**src/core_cfg_pkg.sv**
```systemverilog
// --------------------------------------------------
// Core configuration
// Word, address and stack sizes of the stack core
// --------------------------------------------------

package core_cfg_pkg;

	// Datapath
	localparam int NUBITS = 16;

	// Memory address widths
	localparam int MINSTW = 9;
	localparam int MDATAW = 9;

	// IO port address widths
	localparam int NBIOIN = 2;
	localparam int NBIOOU = 2;

	// Stack depths
	localparam int SDEPTH = 8;
	localparam int DDEPTH = 8;

	typedef logic signed [NUBITS-1:0] data_t;
	typedef logic        [MINSTW-1:0] iaddr_t;
	typedef logic        [MDATAW-1:0] daddr_t;
	typedef logic        [NBIOIN-1:0] io_in_addr_t;
	typedef logic        [NBIOOU-1:0] io_out_addr_t;

endpackage

```
**src/isa_pkg.sv**
```systemverilog
// --------------------------------------------------
// Instruction set
// Opcode map, instruction fields and ALU operations
// --------------------------------------------------

package isa_pkg;

	localparam int NBOPCO = 7;
	localparam int NBOPER = 9;
	localparam int NBINST = NBOPCO + NBOPER;

	// Opcode in the upper bits, operand in the lower bits
	typedef logic [NBOPCO-1:0] opcode_t;
	typedef logic [NBOPER-1:0] operand_t;
	typedef logic [NBINST-1:0] instr_t;

	// Opcode map, unlisted codes behave as NOP
	localparam opcode_t OP_NOP  = 7'd0;
	localparam opcode_t OP_LOD  = 7'd1;
	localparam opcode_t OP_SET  = 7'd2;
	localparam opcode_t OP_PSH  = 7'd3;
	localparam opcode_t OP_POP  = 7'd4;
	localparam opcode_t OP_INN  = 7'd5;
	localparam opcode_t OP_OUT  = 7'd6;
	localparam opcode_t OP_ADD  = 7'd7;
	localparam opcode_t OP_SUB  = 7'd8;
	localparam opcode_t OP_AND  = 7'd9;
	localparam opcode_t OP_XOR  = 7'd10;
	localparam opcode_t OP_SADD = 7'd11;
	localparam opcode_t OP_JMP  = 7'd15;
	localparam opcode_t OP_JIZ  = 7'd16;
	localparam opcode_t OP_CAL  = 7'd17;
	localparam opcode_t OP_RET  = 7'd18;

	// Execute stage operation
	typedef enum logic [3:0] {
		ALU_PASS,
		ALU_MEM,
		ALU_STK,
		ALU_IO,
		ALU_ADD,
		ALU_SUB,
		ALU_AND,
		ALU_XOR,
		ALU_SADD
	} alu_op_t;

endpackage

```
**src/lifo.sv**
```systemverilog
// --------------------------------------------------
// LIFO stack
// Generic stack for data words or return addresses
// --------------------------------------------------

`timescale 1ns/1ps

module lifo #(
	parameter int  DEPTH = 8,
	parameter type T     = logic [7:0]
) (
	input  logic clk,
	input  logic rst,
	input  logic push,
	input  logic pop,
	input  T     din,
	output T     top
);

	localparam int PW = (DEPTH > 1) ? $clog2(DEPTH) : 1;

	T              mem [DEPTH];
	logic [PW-1:0] ptr;

	// Pointer marks the next free slot
	always_ff @(posedge clk or posedge rst) begin
		if (rst) begin
			ptr <= '0;
		end else if (push) begin
			ptr <= ptr + 1'b1;
		end else if (pop) begin
			ptr <= ptr - 1'b1;
		end
	end

	always_ff @(posedge clk) begin
		if (push) begin
			mem[ptr] <= din;
		end
	end

	// Last pushed entry, no overflow or underflow guard
	assign top = mem[ptr - 1'b1];

endmodule

```
**src/instr_fetch.sv**
```systemverilog
// --------------------------------------------------
// Instruction fetch
// Program counter, jump and call/return selection
// --------------------------------------------------

`timescale 1ns/1ps

module instr_fetch
	import core_cfg_pkg::*, isa_pkg::*;
(
	input  logic     clk,
	input  logic     rst,
	input  instr_t   instr,
	input  logic     acc_zero,
	output iaddr_t   instr_addr,
	output opcode_t  opcode,
	output operand_t operand
);

	iaddr_t pc;
	iaddr_t pc_inc;
	iaddr_t pc_next;
	iaddr_t ret_addr;
	logic   is_jmp;
	logic   is_cal;
	logic   is_ret;

	// Instruction fields
	assign opcode  = instr[NBINST-1 -: NBOPCO];
	assign operand = instr[NBOPER-1:0];

	// JIZ sees the result of the instruction now in execute
	assign is_jmp = (opcode == OP_JMP) || ((opcode == OP_JIZ) && acc_zero);
	assign is_cal = (opcode == OP_CAL);
	assign is_ret = (opcode == OP_RET);

	assign pc_inc = pc + 1'b1;

	always_comb begin
		if (is_jmp || is_cal) begin
			pc_next = iaddr_t'(operand);
		end else if (is_ret) begin
			pc_next = ret_addr;
		end else begin
			pc_next = pc_inc;
		end
	end

	always_ff @(posedge clk or posedge rst) begin
		if (rst) begin
			pc <= '0;
		end else begin
			pc <= pc_next;
		end
	end

	assign instr_addr = pc;

	// Return stack holds the address after the call
	lifo #(.DEPTH(SDEPTH), .T(iaddr_t)) ret_stack_i (
		.clk (clk),
		.rst (rst),
		.push(is_cal),
		.pop (is_ret),
		.din (pc_inc),
		.top (ret_addr)
	);

endmodule

```
**src/instr_dec.sv**
```systemverilog
// --------------------------------------------------
// Instruction decoder
// Maps opcodes to ALU operations and strobes
// --------------------------------------------------

`timescale 1ns/1ps

module instr_dec
	import core_cfg_pkg::*, isa_pkg::*;
(
	input  logic        clk,
	input  logic        rst,
	input  opcode_t     opcode,
	input  operand_t    operand,
	output daddr_t      mem_addr_rd,
	output logic        req_in,
	output io_in_addr_t addr_in,
	output alu_op_t     alu_op,
	output logic        mem_wr,
	output logic        out_en,
	output logic        dsp_push,
	output logic        dsp_pop,
	output operand_t    ex_operand
);

	alu_op_t dec_alu;
	logic    dec_wr;
	logic    dec_out;
	logic    dec_push;
	logic    dec_pop;

	// Fetch cycle requests, read data arrives in execute
	assign mem_addr_rd = daddr_t'(operand);
	assign addr_in     = operand[NBIOIN-1:0];
	assign req_in      = (opcode == OP_INN) && !rst;

	always_comb begin
		dec_alu  = ALU_PASS;
		dec_wr   = 1'b0;
		dec_out  = 1'b0;
		dec_push = 1'b0;
		dec_pop  = 1'b0;
		case (opcode)
			OP_LOD:  dec_alu = ALU_MEM;
			OP_SET:  dec_wr = 1'b1;
			OP_PSH:  dec_push = 1'b1;
			OP_POP: begin
				dec_alu = ALU_STK;
				dec_pop = 1'b1;
			end
			OP_INN:  dec_alu = ALU_IO;
			OP_OUT:  dec_out = 1'b1;
			OP_ADD:  dec_alu = ALU_ADD;
			OP_SUB:  dec_alu = ALU_SUB;
			OP_AND:  dec_alu = ALU_AND;
			OP_XOR:  dec_alu = ALU_XOR;
			OP_SADD: begin
				dec_alu = ALU_SADD;
				dec_pop = 1'b1;
			end
			// Jumps and unknown codes leave the accumulator alone
			default: ;
		endcase
	end

	// Decode register, a NOP while in reset
	always_ff @(posedge clk or posedge rst) begin
		if (rst) begin
			alu_op     <= ALU_PASS;
			mem_wr     <= 1'b0;
			out_en     <= 1'b0;
			dsp_push   <= 1'b0;
			dsp_pop    <= 1'b0;
			ex_operand <= '0;
		end else begin
			alu_op     <= dec_alu;
			mem_wr     <= dec_wr;
			out_en     <= dec_out;
			dsp_push   <= dec_push;
			dsp_pop    <= dec_pop;
			ex_operand <= operand;
		end
	end

endmodule

```
**src/exec_unit.sv**
```systemverilog
// --------------------------------------------------
// Execute unit
// Operand select, ALU and accumulator
// --------------------------------------------------

`timescale 1ns/1ps

module exec_unit
	import core_cfg_pkg::*, isa_pkg::*;
(
	input  logic    clk,
	input  logic    rst,
	input  alu_op_t alu_op,
	input  data_t   mem_data_rd,
	input  data_t   io_in,
	input  data_t   stk_top,
	output data_t   result,
	output data_t   acc,
	output logic    acc_zero
);

	data_t io_r;

	// Input port value sampled at the end of the fetch cycle
	always_ff @(posedge clk) begin
		io_r <= io_in;
	end

	always_comb begin
		case (alu_op)
			ALU_MEM:  result = mem_data_rd;
			ALU_STK:  result = stk_top;
			ALU_IO:   result = io_r;
			ALU_ADD:  result = acc + mem_data_rd;
			ALU_SUB:  result = acc - mem_data_rd;
			ALU_AND:  result = acc & mem_data_rd;
			ALU_XOR:  result = acc ^ mem_data_rd;
			ALU_SADD: result = acc + stk_top;
			default:  result = acc;
		endcase
	end

	//--------------------------------------------------
	// Accumulator
	//--------------------------------------------------

	always_ff @(posedge clk or posedge rst) begin
		if (rst) begin
			acc <= '0;
		end else begin
			acc <= result;
		end
	end

	// Zero flag goes straight back to fetch for JIZ
	assign acc_zero = (result == '0);

endmodule

```
**src/stack_core.sv**
```systemverilog
// --------------------------------------------------
// Stack core top level
// Two-stage accumulator core with data stack and IO
// --------------------------------------------------

`timescale 1ns/1ps

module stack_core
	import core_cfg_pkg::*, isa_pkg::*;
(
	input  logic         clk,
	input  logic         rst,
	input  instr_t       instr,
	output iaddr_t       instr_addr,
	output logic         mem_wr,
	output daddr_t       mem_addr_rd,
	output daddr_t       mem_addr_wr,
	output data_t        mem_data_wr,
	input  data_t        mem_data_rd,
	input  data_t        io_in,
	output logic         req_in,
	output io_in_addr_t  addr_in,
	output logic         out_en,
	output io_out_addr_t addr_out
);

	opcode_t  if_opcode;
	operand_t if_operand;
	operand_t ex_operand;
	alu_op_t  ex_alu_op;
	logic     dsp_push;
	logic     dsp_pop;
	logic     acc_zero;
	data_t    acc;
	data_t    stk_top;

	//--------------------------------------------------
	// Fetch and decode
	//--------------------------------------------------

	instr_fetch instr_fetch_i (
		.clk       (clk),
		.rst       (rst),
		.instr     (instr),
		.acc_zero  (acc_zero),
		.instr_addr(instr_addr),
		.opcode    (if_opcode),
		.operand   (if_operand)
	);

	instr_dec instr_dec_i (
		.clk        (clk),
		.rst        (rst),
		.opcode     (if_opcode),
		.operand    (if_operand),
		.mem_addr_rd(mem_addr_rd),
		.req_in     (req_in),
		.addr_in    (addr_in),
		.alu_op     (ex_alu_op),
		.mem_wr     (mem_wr),
		.out_en     (out_en),
		.dsp_push   (dsp_push),
		.dsp_pop    (dsp_pop),
		.ex_operand (ex_operand)
	);

	//--------------------------------------------------
	// Execute
	//--------------------------------------------------

	exec_unit exec_unit_i (
		.clk        (clk),
		.rst        (rst),
		.alu_op     (ex_alu_op),
		.mem_data_rd(mem_data_rd),
		.io_in      (io_in),
		.stk_top    (stk_top),
		.result     (),
		.acc        (acc),
		.acc_zero   (acc_zero)
	);

	lifo #(.DEPTH(DDEPTH), .T(data_t)) data_stack_i (
		.clk (clk),
		.rst (rst),
		.push(dsp_push),
		.pop (dsp_pop),
		.din (acc),
		.top (stk_top)
	);

	// SET and OUT both send the accumulator
	assign mem_addr_wr = ex_operand[MDATAW-1:0];
	assign addr_out    = ex_operand[NBIOOU-1:0];
	assign mem_data_wr = acc;

endmodule

```
**config.mk**
```make
export PLATFORM = sky130hd
export DESIGN_NAME = stack_core
export DESIGN_NICKNAME = d
export VERILOG_FILES = /design/src/core_cfg_pkg.sv /design/src/isa_pkg.sv /design/src/lifo.sv /design/src/instr_fetch.sv /design/src/instr_dec.sv /design/src/exec_unit.sv /design/src/stack_core.sv
export SDC_FILE = /design/constraint.sdc
export NUM_CORES = 1
export LEC_CHECK = 0
export BUFFER_PORTS_ARGS = -buffer_cell sky130_fd_sc_hd__buf_2
export CORE_MARGIN = 5
export CORE_UTILIZATION = 60
export CTS_BUF_LIST = sky130_fd_sc_hd__clkbuf_16
export CTS_CLUSTER_SIZE = 16
export DETAILED_ROUTE_END_ITERATION = 12
export GPL_TIMING_DRIVEN = 0
export PLACE_DENSITY = 0.86
export REMOVE_ABC_BUFFERS = 1
export SLEW_MARGIN = 20
export SYNTH_ARGS = -nofsm -noshare
export SYNTH_HDL_FRONTEND = slang
export SYNTH_SLANG_ARGS = --single-unit
```
**constraint.sdc**
```tcl
create_clock -name clk -period 11.9 [get_ports clk]
set_input_delay 0.595 -clock clk [delete_from_list [all_inputs] [get_ports clk]]
set_output_delay 0.595 -clock clk [all_outputs]
set_load 0.05 [all_outputs]
```
==> flow_metrics.env, run 1 <==
export IMPL_fin_skew_ps=12.9
export IMPL_worst_path_most_repeated_cell="o21ai_0"
export IMPL_cp_num_cells=16
export IMPL_ctsResizeCount=0
export IMPL_avgSynthCellArea_um2=13.7
export IMPL_r2r_start="instr_dec_i.alu_op[0]"
export IMPL_max_stage_delay_ps=1070
export IMPL_drtIter0Drc=1238
export IMPL_drc=0
export IMPL_critPathTopFamily="simple AND/OR/NAND/NOR gates"
export IMPL_grt_pass1_wl_um=50400
export IMPL_finalSetupTns_ps=0
export IMPL_wl_per_cell_um=24.8
export IMPL_final_cell_mix="200 x edfxtp_1, 100 x buf_2, 64 x nor2_1"
export IMPL_die_area_um2=24300
export IMPL_crit_arrival_ps=7170
export IMPL_cp_required_ps=12290
export IMPL_synth_compound_area_frac=0.109
export IMPL_relSlewSlack=0.223
export IMPL_place_gp_congestion=0.957
export IMPL_ys_seq_elements=264
export IMPL_final_nets=1102
export IMPL_reg2reg_to="instr_fetch_i.instr_addr[3]"
export IMPL_vdd_drop_max_mv=0.147
export IMPL_vias_per_cell=6.78
export IMPL_rsz0062_at_grt="no"
export IMPL_core_area_um2=21000
export IMPL_ant_nets=0
export IMPL_dieWidth_um=156
export IMPL_hpwl_um=22300
export IMPL_synth_warnings=0
export IMPL_final_cell_area_um2=14400
export IMPL_fmaxAchievable_ghz=0.148
export IMPL_r2r_setup_slack_ps=5120
export IMPL_crit_fanout=27
export IMPL_yosys_area_share_simple=0.0972
export IMPL_grt_start_max_net_pins=43
export IMPL_io_pins=100
export IMPL_cp_start_kind="register"
export IMPL_endpoint_kind="register"
export IMPL_synthDominantCellAreaShare=0.469
export IMPL_final_max_slew_viol_count=0
export IMPL_antenna_found_initial=0
export IMPL_netlist_instances=934
export IMPL_worstSkewPairLatency_ps=530
export IMPL_whs_ps=63.9
export IMPL_synth_top_family_by_area="multiplexers"
export IMPL_firstDrtPassIters=6
export IMPL_vias=8866
export IMPL_synth_area_um2=12800
export IMPL_synth_edf_count=200
export IMPL_dieHeight_um=156
export IMPL_cts_sinks=264
export IMPL_synth_main_ff_cell="edfxtp_1"
export IMPL_antenna_cells=0
export IMPL_grtUsageTotal=0.268
export IMPL_initial_utilization=0.609
export IMPL_tightest_slew_ps=1160
export IMPL_synth_top_area_cell="edfxtp_1"
export IMPL_dpl_cell_area_um2=13600
export IMPL_total_power_mw=3.27
export IMPL_worstPathCellList="clkinv_1 > or4_1 > nand2_1 > o21ai_0 > a22oi_1 > o21ai_0 > ha_1 > a211oi_1 > nor3_1 > a311o_1 > and4b_1 > or3_4 > nor4_2 > o2111a_1 > and3_4 > o41ai_2"
export IMPL_fin_crit_ps=6780
export IMPL_async_flop_share=0.182
export IMPL_hold_class="input pin to asynchronous set/reset pin"
export IMPL_worstSetupPathType="register to register"
export IMPL_numPortBuffers=99
export IMPL_slowest_stage="dfrtp_1"
export IMPL_cts_root_buf="clkbuf_16"
export IMPL_muxShareOfSynthArea=0.118
export IMPL_htreeDepth=1
export IMPL_grt_pass1_vias=8758
export IMPL_cts_buffer_depth=3
export IMPL_final_common_cell="edfxtp_1"
export IMPL_std_cell_rows=53
export IMPL_ctsHoldBuffers=0
export IMPL_cts_setup_buffers=0
export IMPL_synth_adder_area_share=0.0397
export IMPL_totalWireLength_um=32400
export IMPL_path_buf_inv=1
export IMPL_fin_crit_sh=0.569
export IMPL_clkSlewWorstSetupHoldPaths_ps=70
export IMPL_hold_viol=0
export IMPL_drive_above_1_share=0.236
export IMPL_leakagePower_nw=5.30
export IMPL_ys_types=84
export IMPL_power_density_nw_per_um2=228
export IMPL_area_growth_pct=12.4
export IMPL_tritoncts="done"
export IMPL_synth_xor_area_share=0.0157
export IMPL_synth_seq_area_share=0.588
export IMPL_synth_area_leaders="edfxtp_1 47%, dfrtp_1 9.4%, mux4_2 7.9%"
export IMPL_setup_viol=0
export IMPL_cts_made_buffers=26
export IMPL_grt_ovfl_total=0
export IMPL_worstRegToRegCells=16
export IMPL_max_cap_viol_count=0
export IMPL_status="finished clean"
sequential cells by signal, summed over array words and instances (netlist names):
| signal | count |
|---|---|
| data_stack_i.mem | 128 |
| instr_fetch_i.ret_stack_i.mem | 72 |
| exec_unit_i.acc | 16 |
| exec_unit_i.io_r | 16 |
| instr_dec_i.ex_operand | 9 |
| instr_fetch_i.instr_addr | 9 |
| instr_dec_i.alu_op | 4 |
| data_stack_i.ptr | 3 |
| instr_fetch_i.ret_stack_i.ptr | 3 |
| instr_dec_i.dsp_pop | 1 |
| instr_dec_i.dsp_push | 1 |
| instr_dec_i.mem_wr | 1 |
| instr_dec_i.out_en | 1 |
synth_stat cells (4+ instances only):
cell,instances
edfxtp_1,200
nor2_1,70
nand2_1,63
dfrtp_1,48
mux4_2,45
ha_1,39
clkbuf_1,36
a21oi_1,30
mux2i_1,30
o21ai_0,29
and3_1,18
inv_1,18
nor3_1,17
dfxtp_1,16
nand3_1,14
xnor2_1,14
buf_4,13
o22ai_1,13
a32oi_1,11
nand2b_1,11
a211oi_1,10
a221oi_1,10
a21o_1,9
xor2_1,9
buf_2,8
nor4_1,8
or3_1,8
nor2b_1,7
a22oi_1,6
mux2_2,6
a31oi_1,5
mux4_1,5
o211ai_1,5
o221ai_1,5
o41ai_2,5
a311oi_1,4
buf_1,4
nor3b_1,4
o211a_1,4
o31ai_1,4
area by class of cell:
class                      count  area, um2
sequential                   264       7530
fill                        1338       6640
multi-input combinational    586       4950
timing repair buffer         114        684
clock buffer                  27        676
tap                          275        344
clock inverter                21        124
inverter                      20       75.1
metal layers:
metal	track usage	part of all wire	up-vias
met1	0.364	0.37	4336
met5	0	0	-
met2	0.442	0.49	586
li1	-	-	3835
met3	0.0472	0.095	109
met4	0.0967	0.041	0
logic make-up (layout without fill, tap and decap cells):
logic type                 after synthesis  after routing
AOI/OAI and AO/OA                      189            189
xor gates and xnor gates                23             23
adders and majority gates               40             40
buffers and inverters                   84            182
DFF                                    264            264
muxes                                   86             86
and+or+nand+nor                        248            248
worst max path at each step:
stage | slack [ps] | endpoint | start
2_1_floorplan | 5590 | instr_fetch_i.instr_addr[1] | data_stack_i.ptr[0]
3_3_place_gp | 3960 | instr_fetch_i.instr_addr[3] | data_stack_i.ptr[0]
3_5_place_dp | 5370 | instr_fetch_i.instr_addr[3] | instr_dec_i.alu_op[0]
4_1_cts | 5320 | instr_fetch_i.instr_addr[3] | instr_dec_i.alu_op[0]
5_1_grt | 4840 | instr_fetch_i.instr_addr[3] | instr_dec_i.alu_op[0]
6_report | 5120 | instr_fetch_i.instr_addr[3] | instr_dec_i.alu_op[0]
report_power, final:
group	switching, mW	internal, mW	leakage [nW]
Sequential	0.187	1.14	2.52
Clock	0.337	0.431	0.429
Combinational	0.704	0.467	2.35
Total	1.23	2.04	5.30
metrics by stage:
step	cells	utilization	worst slack [ps]
5_1_grt	1307	0.684	4840
2_1_floorplan	870	-	5590
6_report	1307	0.684	5120
3_3_place_gp	1244	0.633	3960
3_5_place_dp	1259	0.646	5370
4_1_cts	1307	0.684	5320
Note: power is estimated with default switching activity, not from simulation.
==> run 2: changes to the inputs <==
--- a/config.mk
+++ b/config.mk
@@ -5,14 +5,15 @@
 export SDC_FILE = /design/constraint.sdc
 export NUM_CORES = 1
 export LEC_CHECK = 0
+export ABC_AREA = 1
 export BUFFER_PORTS_ARGS = -buffer_cell sky130_fd_sc_hd__buf_2
 export CORE_MARGIN = 5
-export CORE_UTILIZATION = 60
+export CORE_UTILIZATION = 55
 export CTS_BUF_LIST = sky130_fd_sc_hd__clkbuf_16
 export CTS_CLUSTER_SIZE = 16
 export DETAILED_ROUTE_END_ITERATION = 12
 export GPL_TIMING_DRIVEN = 0
-export PLACE_DENSITY = 0.86
+export PLACE_DENSITY = 0.83
 export REMOVE_ABC_BUFFERS = 1
 export SLEW_MARGIN = 20
 export SYNTH_ARGS = -nofsm -noshare
==> constraint.sdc (replaced) <==
create_clock -name clk -period 5.82 [get_ports clk]
set_input_delay 0.291 -clock clk [delete_from_list [all_inputs] [get_ports clk]]
set_output_delay 0.291 -clock clk [all_outputs]
set_load 0.05 [all_outputs]
==> flow_metrics.env, run 2 <==
export IMPL_worst_path_most_repeated_cell="nand2_1"
export IMPL_rsz0062_at_grt="no"
export IMPL_worstSetupPathType="register to register"
export IMPL_regMostFlops="data_stack_i.mem"
export IMPL_worstRegToRegCells=26
export IMPL_grt_pass1_vias=10400
export IMPL_firstDrtPassIters=7
export IMPL_synth_most_common_cell="nand2_1"
export IMPL_crit_arrival_ps=5830
export IMPL_max_stage_delay_ps=660
export IMPL_crit_fanout=67
export IMPL_hold_end="instr_dec_i.alu_op[0]"
export IMPL_synth_area_leaders="edfxtp_1 46%, dfrtp_1 9.1%, nand2_1 8.8%"
export IMPL_pwr_share_clk=0.237
export IMPL_drc=0
export IMPL_leakagePower_nw=6.30
export IMPL_total_power_mw=7.06
export IMPL_cts_made_buffers=27
export IMPL_hold_class="input pin to register"
export IMPL_io_pins=100
export IMPL_path_buf_inv=4
export IMPL_numPortBuffers=99
export IMPL_vias_per_cell=5.63
export IMPL_final_common_cell="nand2_1"
export IMPL_largest_reg_flops=128
export IMPL_reg2reg_to="instr_fetch_i.instr_addr[7]"
export IMPL_drive_above_1_share=0.142
export IMPL_htreeDepth=1
export IMPL_vias=10400
export IMPL_finalSetupTns_ps=0
export IMPL_die_area_um2=27100
export IMPL_cts_buffer_depth=3
export IMPL_synth_compound_area_frac=0.0898
export IMPL_p_switching_mw=2.93
export IMPL_final_max_slew_viol_count=0
export IMPL_endpoint_kind="register"
export IMPL_std_cell_rows=56
export IMPL_async_flop_share=0.182
export IMPL_sw_frac_of_total=0.415
export IMPL_worstSkewPairLatency_ps=540
export IMPL_initial_utilization=0.560
export IMPL_r2r_setup_slack_ps=410
export IMPL_ys_types=53
export IMPL_grt_start_max_net_pins=68
export IMPL_r2r_start="data_stack_i.ptr[0]"
export IMPL_max_cap_viol_count=0
export IMPL_p_comb_frac=0.393
export IMPL_vdd_drop_max_mv=0.378
export IMPL_relSlewSlack=0.211
export IMPL_synth_top_family_by_area="simple AND/OR/NAND/NOR gates"
export IMPL_fin_crit_ps=5410
export IMPL_cts_root_buf="clkbuf_16"
export IMPL_muxShareOfSynthArea=0.0107
export IMPL_drtIter0Drc=974
export IMPL_synth_area_um2=13100
export IMPL_hp_start="instr[12]"
export IMPL_core_area_um2=23500
export IMPL_cp_start_kind="register"
export IMPL_p_int_mw=4.13
export IMPL_yosys_area_share_simple=0.214
export IMPL_area_growth_pct=15.3
export IMPL_place_gp_congestion=0.920
export IMPL_synth_xor_area_share=0.0108
export IMPL_clkSlewWorstSetupHoldPaths_ps=60
export IMPL_cts_sinks=264
export IMPL_synth_adder_area_share=0.0386
export IMPL_netlist_instances=1398
export IMPL_top_regs="data_stack_i.mem x128, instr_fetch_i.ret_stack_i.mem x72"
export IMPL_synth_top_area_cell="edfxtp_1"
export IMPL_synth_warnings=0
export IMPL_tightest_slew_ps=1180
export IMPL_wl_per_cell_um=18.2
export IMPL_utilization=0.646
export IMPL_hold_depth=2
export IMPL_netlist_top_cells_count="308 x nand2_1, 200 x edfxtp_1, 197 x nor2_1, 123 x inv_1, 108 x nand3_1"
export IMPL_synth_main_ff_cell="edfxtp_1"
export IMPL_setup_viol=0
export IMPL_grt_pass1_wl_um=52500
export IMPL_dpl_cell_area_um2=14000
export IMPL_power_density_nw_per_um2=466
export IMPL_grtUsageTotal=0.247
export IMPL_fin_crit_sh=0.930
export IMPL_fmaxAchievable_ghz=0.185
export IMPL_slowest_stage="dfrtp_4"
export IMPL_startpoint="data_stack_i.ptr[0]"
export IMPL_final_cell_mix="308 x nand2_1, 200 x edfxtp_1, 189 x nor2_1"
export IMPL_antenna_found_initial=1
export IMPL_status="finished clean"
export IMPL_avgSynthCellArea_um2=9.40
export IMPL_sequentialPowerShare=0.370
export IMPL_final_nets=1602
export IMPL_ant_nets=0
export IMPL_final_cell_area_um2=15200
export IMPL_tritoncts="done"
export IMPL_grt_ovfl_total=0
export IMPL_ys_seq_elements=264
export IMPL_cp_required_ps=6240
export IMPL_num_fill_cells=1829
export IMPL_dieHeight_um=165
export IMPL_dieWidth_um=165
export IMPL_totalWireLength_um=33700
export IMPL_fin_skew_ps=9.13
export IMPL_synth_edf_count=200
export IMPL_synth_seq_area_share=0.573
export IMPL_hold_viol=0
export IMPL_synthDominantCellAreaShare=0.457
export IMPL_critPathTopFamily="simple AND/OR/NAND/NOR gates"
export IMPL_hpwl_um=23000
## run 2: routing by layer
layer	vias to the layer above	share of wire	global-route usage
li1	4975	-	-
met5	-	0	0
met4	0	0.052	0.129
met1	4844	0.37	0.292
met3	133	0.069	0.0357
met2	476	0.51	0.438
## run 2: worst reg2reg max path: stages (launching register included)
cell and delay, ps:
dfrtp_4 660, inv_6 470, ha_4 380, inv_2 460
o21ai_0 180, o21ai_0 200, nand2_1 70, nand2_1 150
nand2_1 60, o21ai_0 90, ha_1 290, inv_1 80
fa_1 400, inv_1 90, nand4_1 140, nand3_1 170
nand2_1 70, nand3_1 80, nand3_1 90, nand2_1 90
nand2_1 70, nor2_2 160, nand3_1 180, nor2_2 200
nand3_2 250, nand3_1 170, nand2_1 70
## run 2: cell families (layout without fill, tap and decap cells)
kind of cell	after synthesis	in the layout
compound gates	200	200
xor+xnor	14	14
fa+ha+maj	40	40
buf+inv	195	330
flops	264	264
mux	14	14
other cells	0	1
simple gates	671	671
## run 2: final cells by class
type | count | area, um2 | area share
flip-flops and latches | 264 | 7530 | 0.497
multi-input cells | 939 | 4860 | 0.321
repair buffers | 144 | 986 | 0.0650
clock buffers | 27 | 676 | 0.0446
inverters | 136 | 518 | 0.0342
well taps | 319 | 399 | 0.0263
clock inverters | 23 | 186 | 0.0123
diodes | 1 | 2.50 | 0.000165
## run 2: worst max path at each step
| stage | depth (start not counted) | to | slack [ps] |
|---|---|---|---|
| global placement | 27 | instr_fetch_i.instr_addr[7] | -2860 |
| global route | 26 | instr_fetch_i.instr_addr[7] | 20 |
| CTS | 27 | instr_fetch_i.instr_addr[7] | 170 |
| finish | 26 | instr_fetch_i.instr_addr[7] | 410 |
| detailed placement | 27 | instr_fetch_i.instr_addr[7] | -550 |
| floorplan | 27 | instr_fetch_i.instr_addr[0] | 60 |
## run 2: power groups by stage
stage | clock (mW) | combinational [mW] | sequential (mW)
detailed placement | 0 | 2.60 | 2.67
finish | 1.67 | 2.78 | 2.61
global route | 1.78 | 3.07 | 2.64
floorplan | 0 | 1.62 | 2.81
CTS | 1.69 | 2.71 | 2.61
global placement | 0 | 2.50 | 2.65
## run 2: per-stage QoR
| step | cells | worst slack [ps] | hold slack, ps |
|---|---|---|---|
| after floorplan | 1339 | 63.4 | 319 |
| after global placement | 1757 | -2860 | 395 |
| after detailed placement | 1772 | -548 | 336 |
| after CTS | 1851 | 165 | 23.6 |
| after global routing | 1853 | 16.4 | 45.4 |
| final | 1853 | 409 | 41.4 |
## run 2: repair_timing
item	in CTS	in global routing
hold endpoints to repair	54	0
resized for setup	1	1
hold buffers	28	0
buffers inserted	1	1
pin swaps	0	1
endpoints found under the setup margin	9	9
==> run 3: changes to the inputs <==
--- a/config.mk
+++ b/config.mk
@@ -12,7 +12,6 @@
 export CTS_BUF_LIST = sky130_fd_sc_hd__clkbuf_16
 export CTS_CLUSTER_SIZE = 16
 export DETAILED_ROUTE_END_ITERATION = 12
-export GPL_TIMING_DRIVEN = 0
 export PLACE_DENSITY = 0.83
 export REMOVE_ABC_BUFFERS = 1
 export SLEW_MARGIN = 20
==> flow_metrics.env, run 3 (synthesis gave the netlist of run 2 again) <==
export IMPL_final_nets=1601
export IMPL_cts_sinks=264
export IMPL_utilization=0.638
export IMPL_fin_crit_ps=4700
export IMPL_max_cap_viol_count=0
export IMPL_max_stage_delay_ps=490
export IMPL_cts_buffer_depth=3
export IMPL_grt_start_max_net_pins=67
export IMPL_endpoint_kind="register"
export IMPL_hold_end="instr_dec_i.alu_op[1]"
export IMPL_hp_start="instr[10]"
export IMPL_vdd_drop_max_mv=0.323
export IMPL_wl_per_cell_um=18.4
export IMPL_core_area_um2=23500
export IMPL_leakagePower_nw=6.28
export IMPL_vias_per_cell=5.68
export IMPL_finalSetupTns_ps=0
export IMPL_final_max_slew_viol_count=0
export IMPL_hold_depth=2
export IMPL_io_pins=100
export IMPL_fin_crit_sh=0.807
export IMPL_ctsResizeCount=0
export IMPL_std_cell_rows=56
export IMPL_cts_setup_buffers=0
export IMPL_tightest_slew_ps=1130
export IMPL_setup_viol=0
export IMPL_drive_above_1_share=0.132
export IMPL_worst_path_most_repeated_cell="nand3_1"
export IMPL_totalWireLength_um=34000
export IMPL_hold_viol=0
export IMPL_dieHeight_um=165
export IMPL_regMostFlops="data_stack_i.mem"
export IMPL_top_regs="data_stack_i.mem x128, instr_fetch_i.ret_stack_i.mem x72"
export IMPL_multi_input_area_um2=4820
export IMPL_place_gp_congestion=0.976
export IMPL_die_area_um2=27100
export IMPL_dieWidth_um=165
export IMPL_slowest_stage="nor2_1"
export IMPL_clkSlewWorstSetupHoldPaths_ps=60
export IMPL_cts_made_buffers=27
export IMPL_crit_fanout=17
export IMPL_rsz0062_at_grt="no"
export IMPL_grtUsageTotal=0.251
export IMPL_register_area_um2=7530
export IMPL_fin_skew_ps=15.2
export IMPL_initial_utilization=0.560
export IMPL_status="finished clean"
export IMPL_cts_root_buf="clkbuf_16"
export IMPL_top_layer="met4"
export IMPL_total_power_mw=6.96
export IMPL_drtIter0Drc=1235
export IMPL_wl_met1_um=13000
export IMPL_largest_reg_flops=128
export IMPL_num_fill_cells=1861
export IMPL_antenna_cells=0
export IMPL_grt_pass1_vias=10200
export IMPL_final_common_cell="nand2_1"
export IMPL_worstRegToRegCells=22
export IMPL_htreeDepth=1
export IMPL_grt_ovfl_total=0
export IMPL_hold_class="input pin to register"
export IMPL_drc=0
export IMPL_worstSkewPairLatency_ps=540
export IMPL_fmaxAchievable_ghz=0.213
export IMPL_worstSetupPathType="register to register"
export IMPL_grt_pass1_wl_um=53600
export IMPL_reg2reg_to="instr_fetch_i.instr_addr[3]"
export IMPL_dr_wl_met3_um=2710
export IMPL_final_cell_mix="308 x nand2_1, 200 x edfxtp_1, 197 x nor2_1"
export IMPL_tritoncts="done"
export IMPL_ant_nets=0
export IMPL_cp_required_ps=6250
export IMPL_antenna_found_initial=0
export IMPL_r2r_start="instr_dec_i.alu_op[1]"
export IMPL_whs_ps=20.8
export IMPL_wl_met2_um=17000
export IMPL_crit_arrival_ps=5120
export IMPL_cp_start_kind="register"
export IMPL_r2r_setup_slack_ps=1120
export IMPL_power_density_nw_per_um2=465
export IMPL_worstPathCellList="nor2_1 > nand3_1 > inv_1 > nor2_1 > inv_1 > o21ai_0 > inv_1 > fa_1 > inv_1 > nand4_1 > nand3_1 > nand2_1 > nand3_1 > nand3_1 > nand2_1 > nand2_1 > nor2_2 > nand3_1 > nor2_2 > nand3_2 > nand3_1 > nand2_1"
export IMPL_firstDrtPassIters=6
export IMPL_numPortBuffers=99
export IMPL_area_growth_pct=13.9
export IMPL_vias=10500
export IMPL_relSlewSlack=0.246
export IMPL_hpwl_um=22600
## run 3: cell types whose count changed in the layout (fill, tap and decap cells not counted), moves of 3 or more
cell,before,now
clkinv_2,5,8
buf_6,6,0
inv_1,123,130
nor2_1,189,197
nor2_2,14,6
clkinv_1,6,3
buf_4,6,17
inv_6,5,2
## run 3: per-stage QoR
stage | cells | area [um2] | setup WS (ps)
2_1_floorplan | 1339 | 12800 | 63.4
3_3_place_gp | 1774 | 13900 | 1470
3_5_place_dp | 1774 | 13900 | 1300
4_1_cts | 1851 | 15000 | 1240
5_1_grt | 1851 | 15000 | 699
6_report | 1851 | 15000 | 1120
## run 3: cell type report
cell class | instances | area share
Timing Repair Buffer | 143 | 0.0597
Clock buffer | 27 | 0.0451
Clock inverter | 23 | 0.00911
Inverter | 136 | 0.0343
Multi-Input combinational cell | 939 | 0.322
Tap cell | 319 | 0.0267
Sequential cell | 264 | 0.503
## run 3: report_power, final
part | switching (mW) | total (mW) | internal, mW | leakage [nW]
clock network | 0.711 | 1.60 | 0.887 | 0.435
registers | 0.225 | 2.54 | 2.31 | 2.53
logic | 2.00 | 2.83 | 0.823 | 3.31
## run 3: per-layer routing
layer,up-vias,GRT usage
li1,4958,-
met1,4975,0.322
met3,87,0.0312
met4,0,0.0911
met2,489,0.441
met5,-,0
## run 3: what timing repair did
action / CTS / global route
hold buffers: 27 / 0
hold endpoints to repair: 79 / 0
setup endpoints to repair: 0 / 0
## run 3: how the worst max path moves through the flow
stage / slack, ps / startpoint / endpoint / cells after the start
floorplan: 60 / data_stack_i.ptr[0] / instr_fetch_i.instr_addr[0] / 27
global placement: 1470 / instr_dec_i.alu_op[1] / instr_fetch_i.instr_addr[7] / 18
detailed placement: 1300 / instr_dec_i.alu_op[1] / instr_fetch_i.instr_addr[5] / 18
CTS: 1240 / instr_dec_i.alu_op[1] / instr_fetch_i.instr_addr[2] / 22
global route: 700 / instr_dec_i.alu_op[1] / instr_fetch_i.instr_addr[3] / 23
finish: 1120 / instr_dec_i.alu_op[1] / instr_fetch_i.instr_addr[3] / 22
## run 3: critical path: cells and delay by family (launching register included)
| kind | cells | cell delay (ps) |
|---|---|---|
| buffers and inverters | 4 | 880 |
| and+or+nand+nor | 16 | 2490 |
| adders and majority gates | 1 | 430 |
| AOI/OAI and AO/OA | 1 | 370 |
| DFF | 1 | 400 |
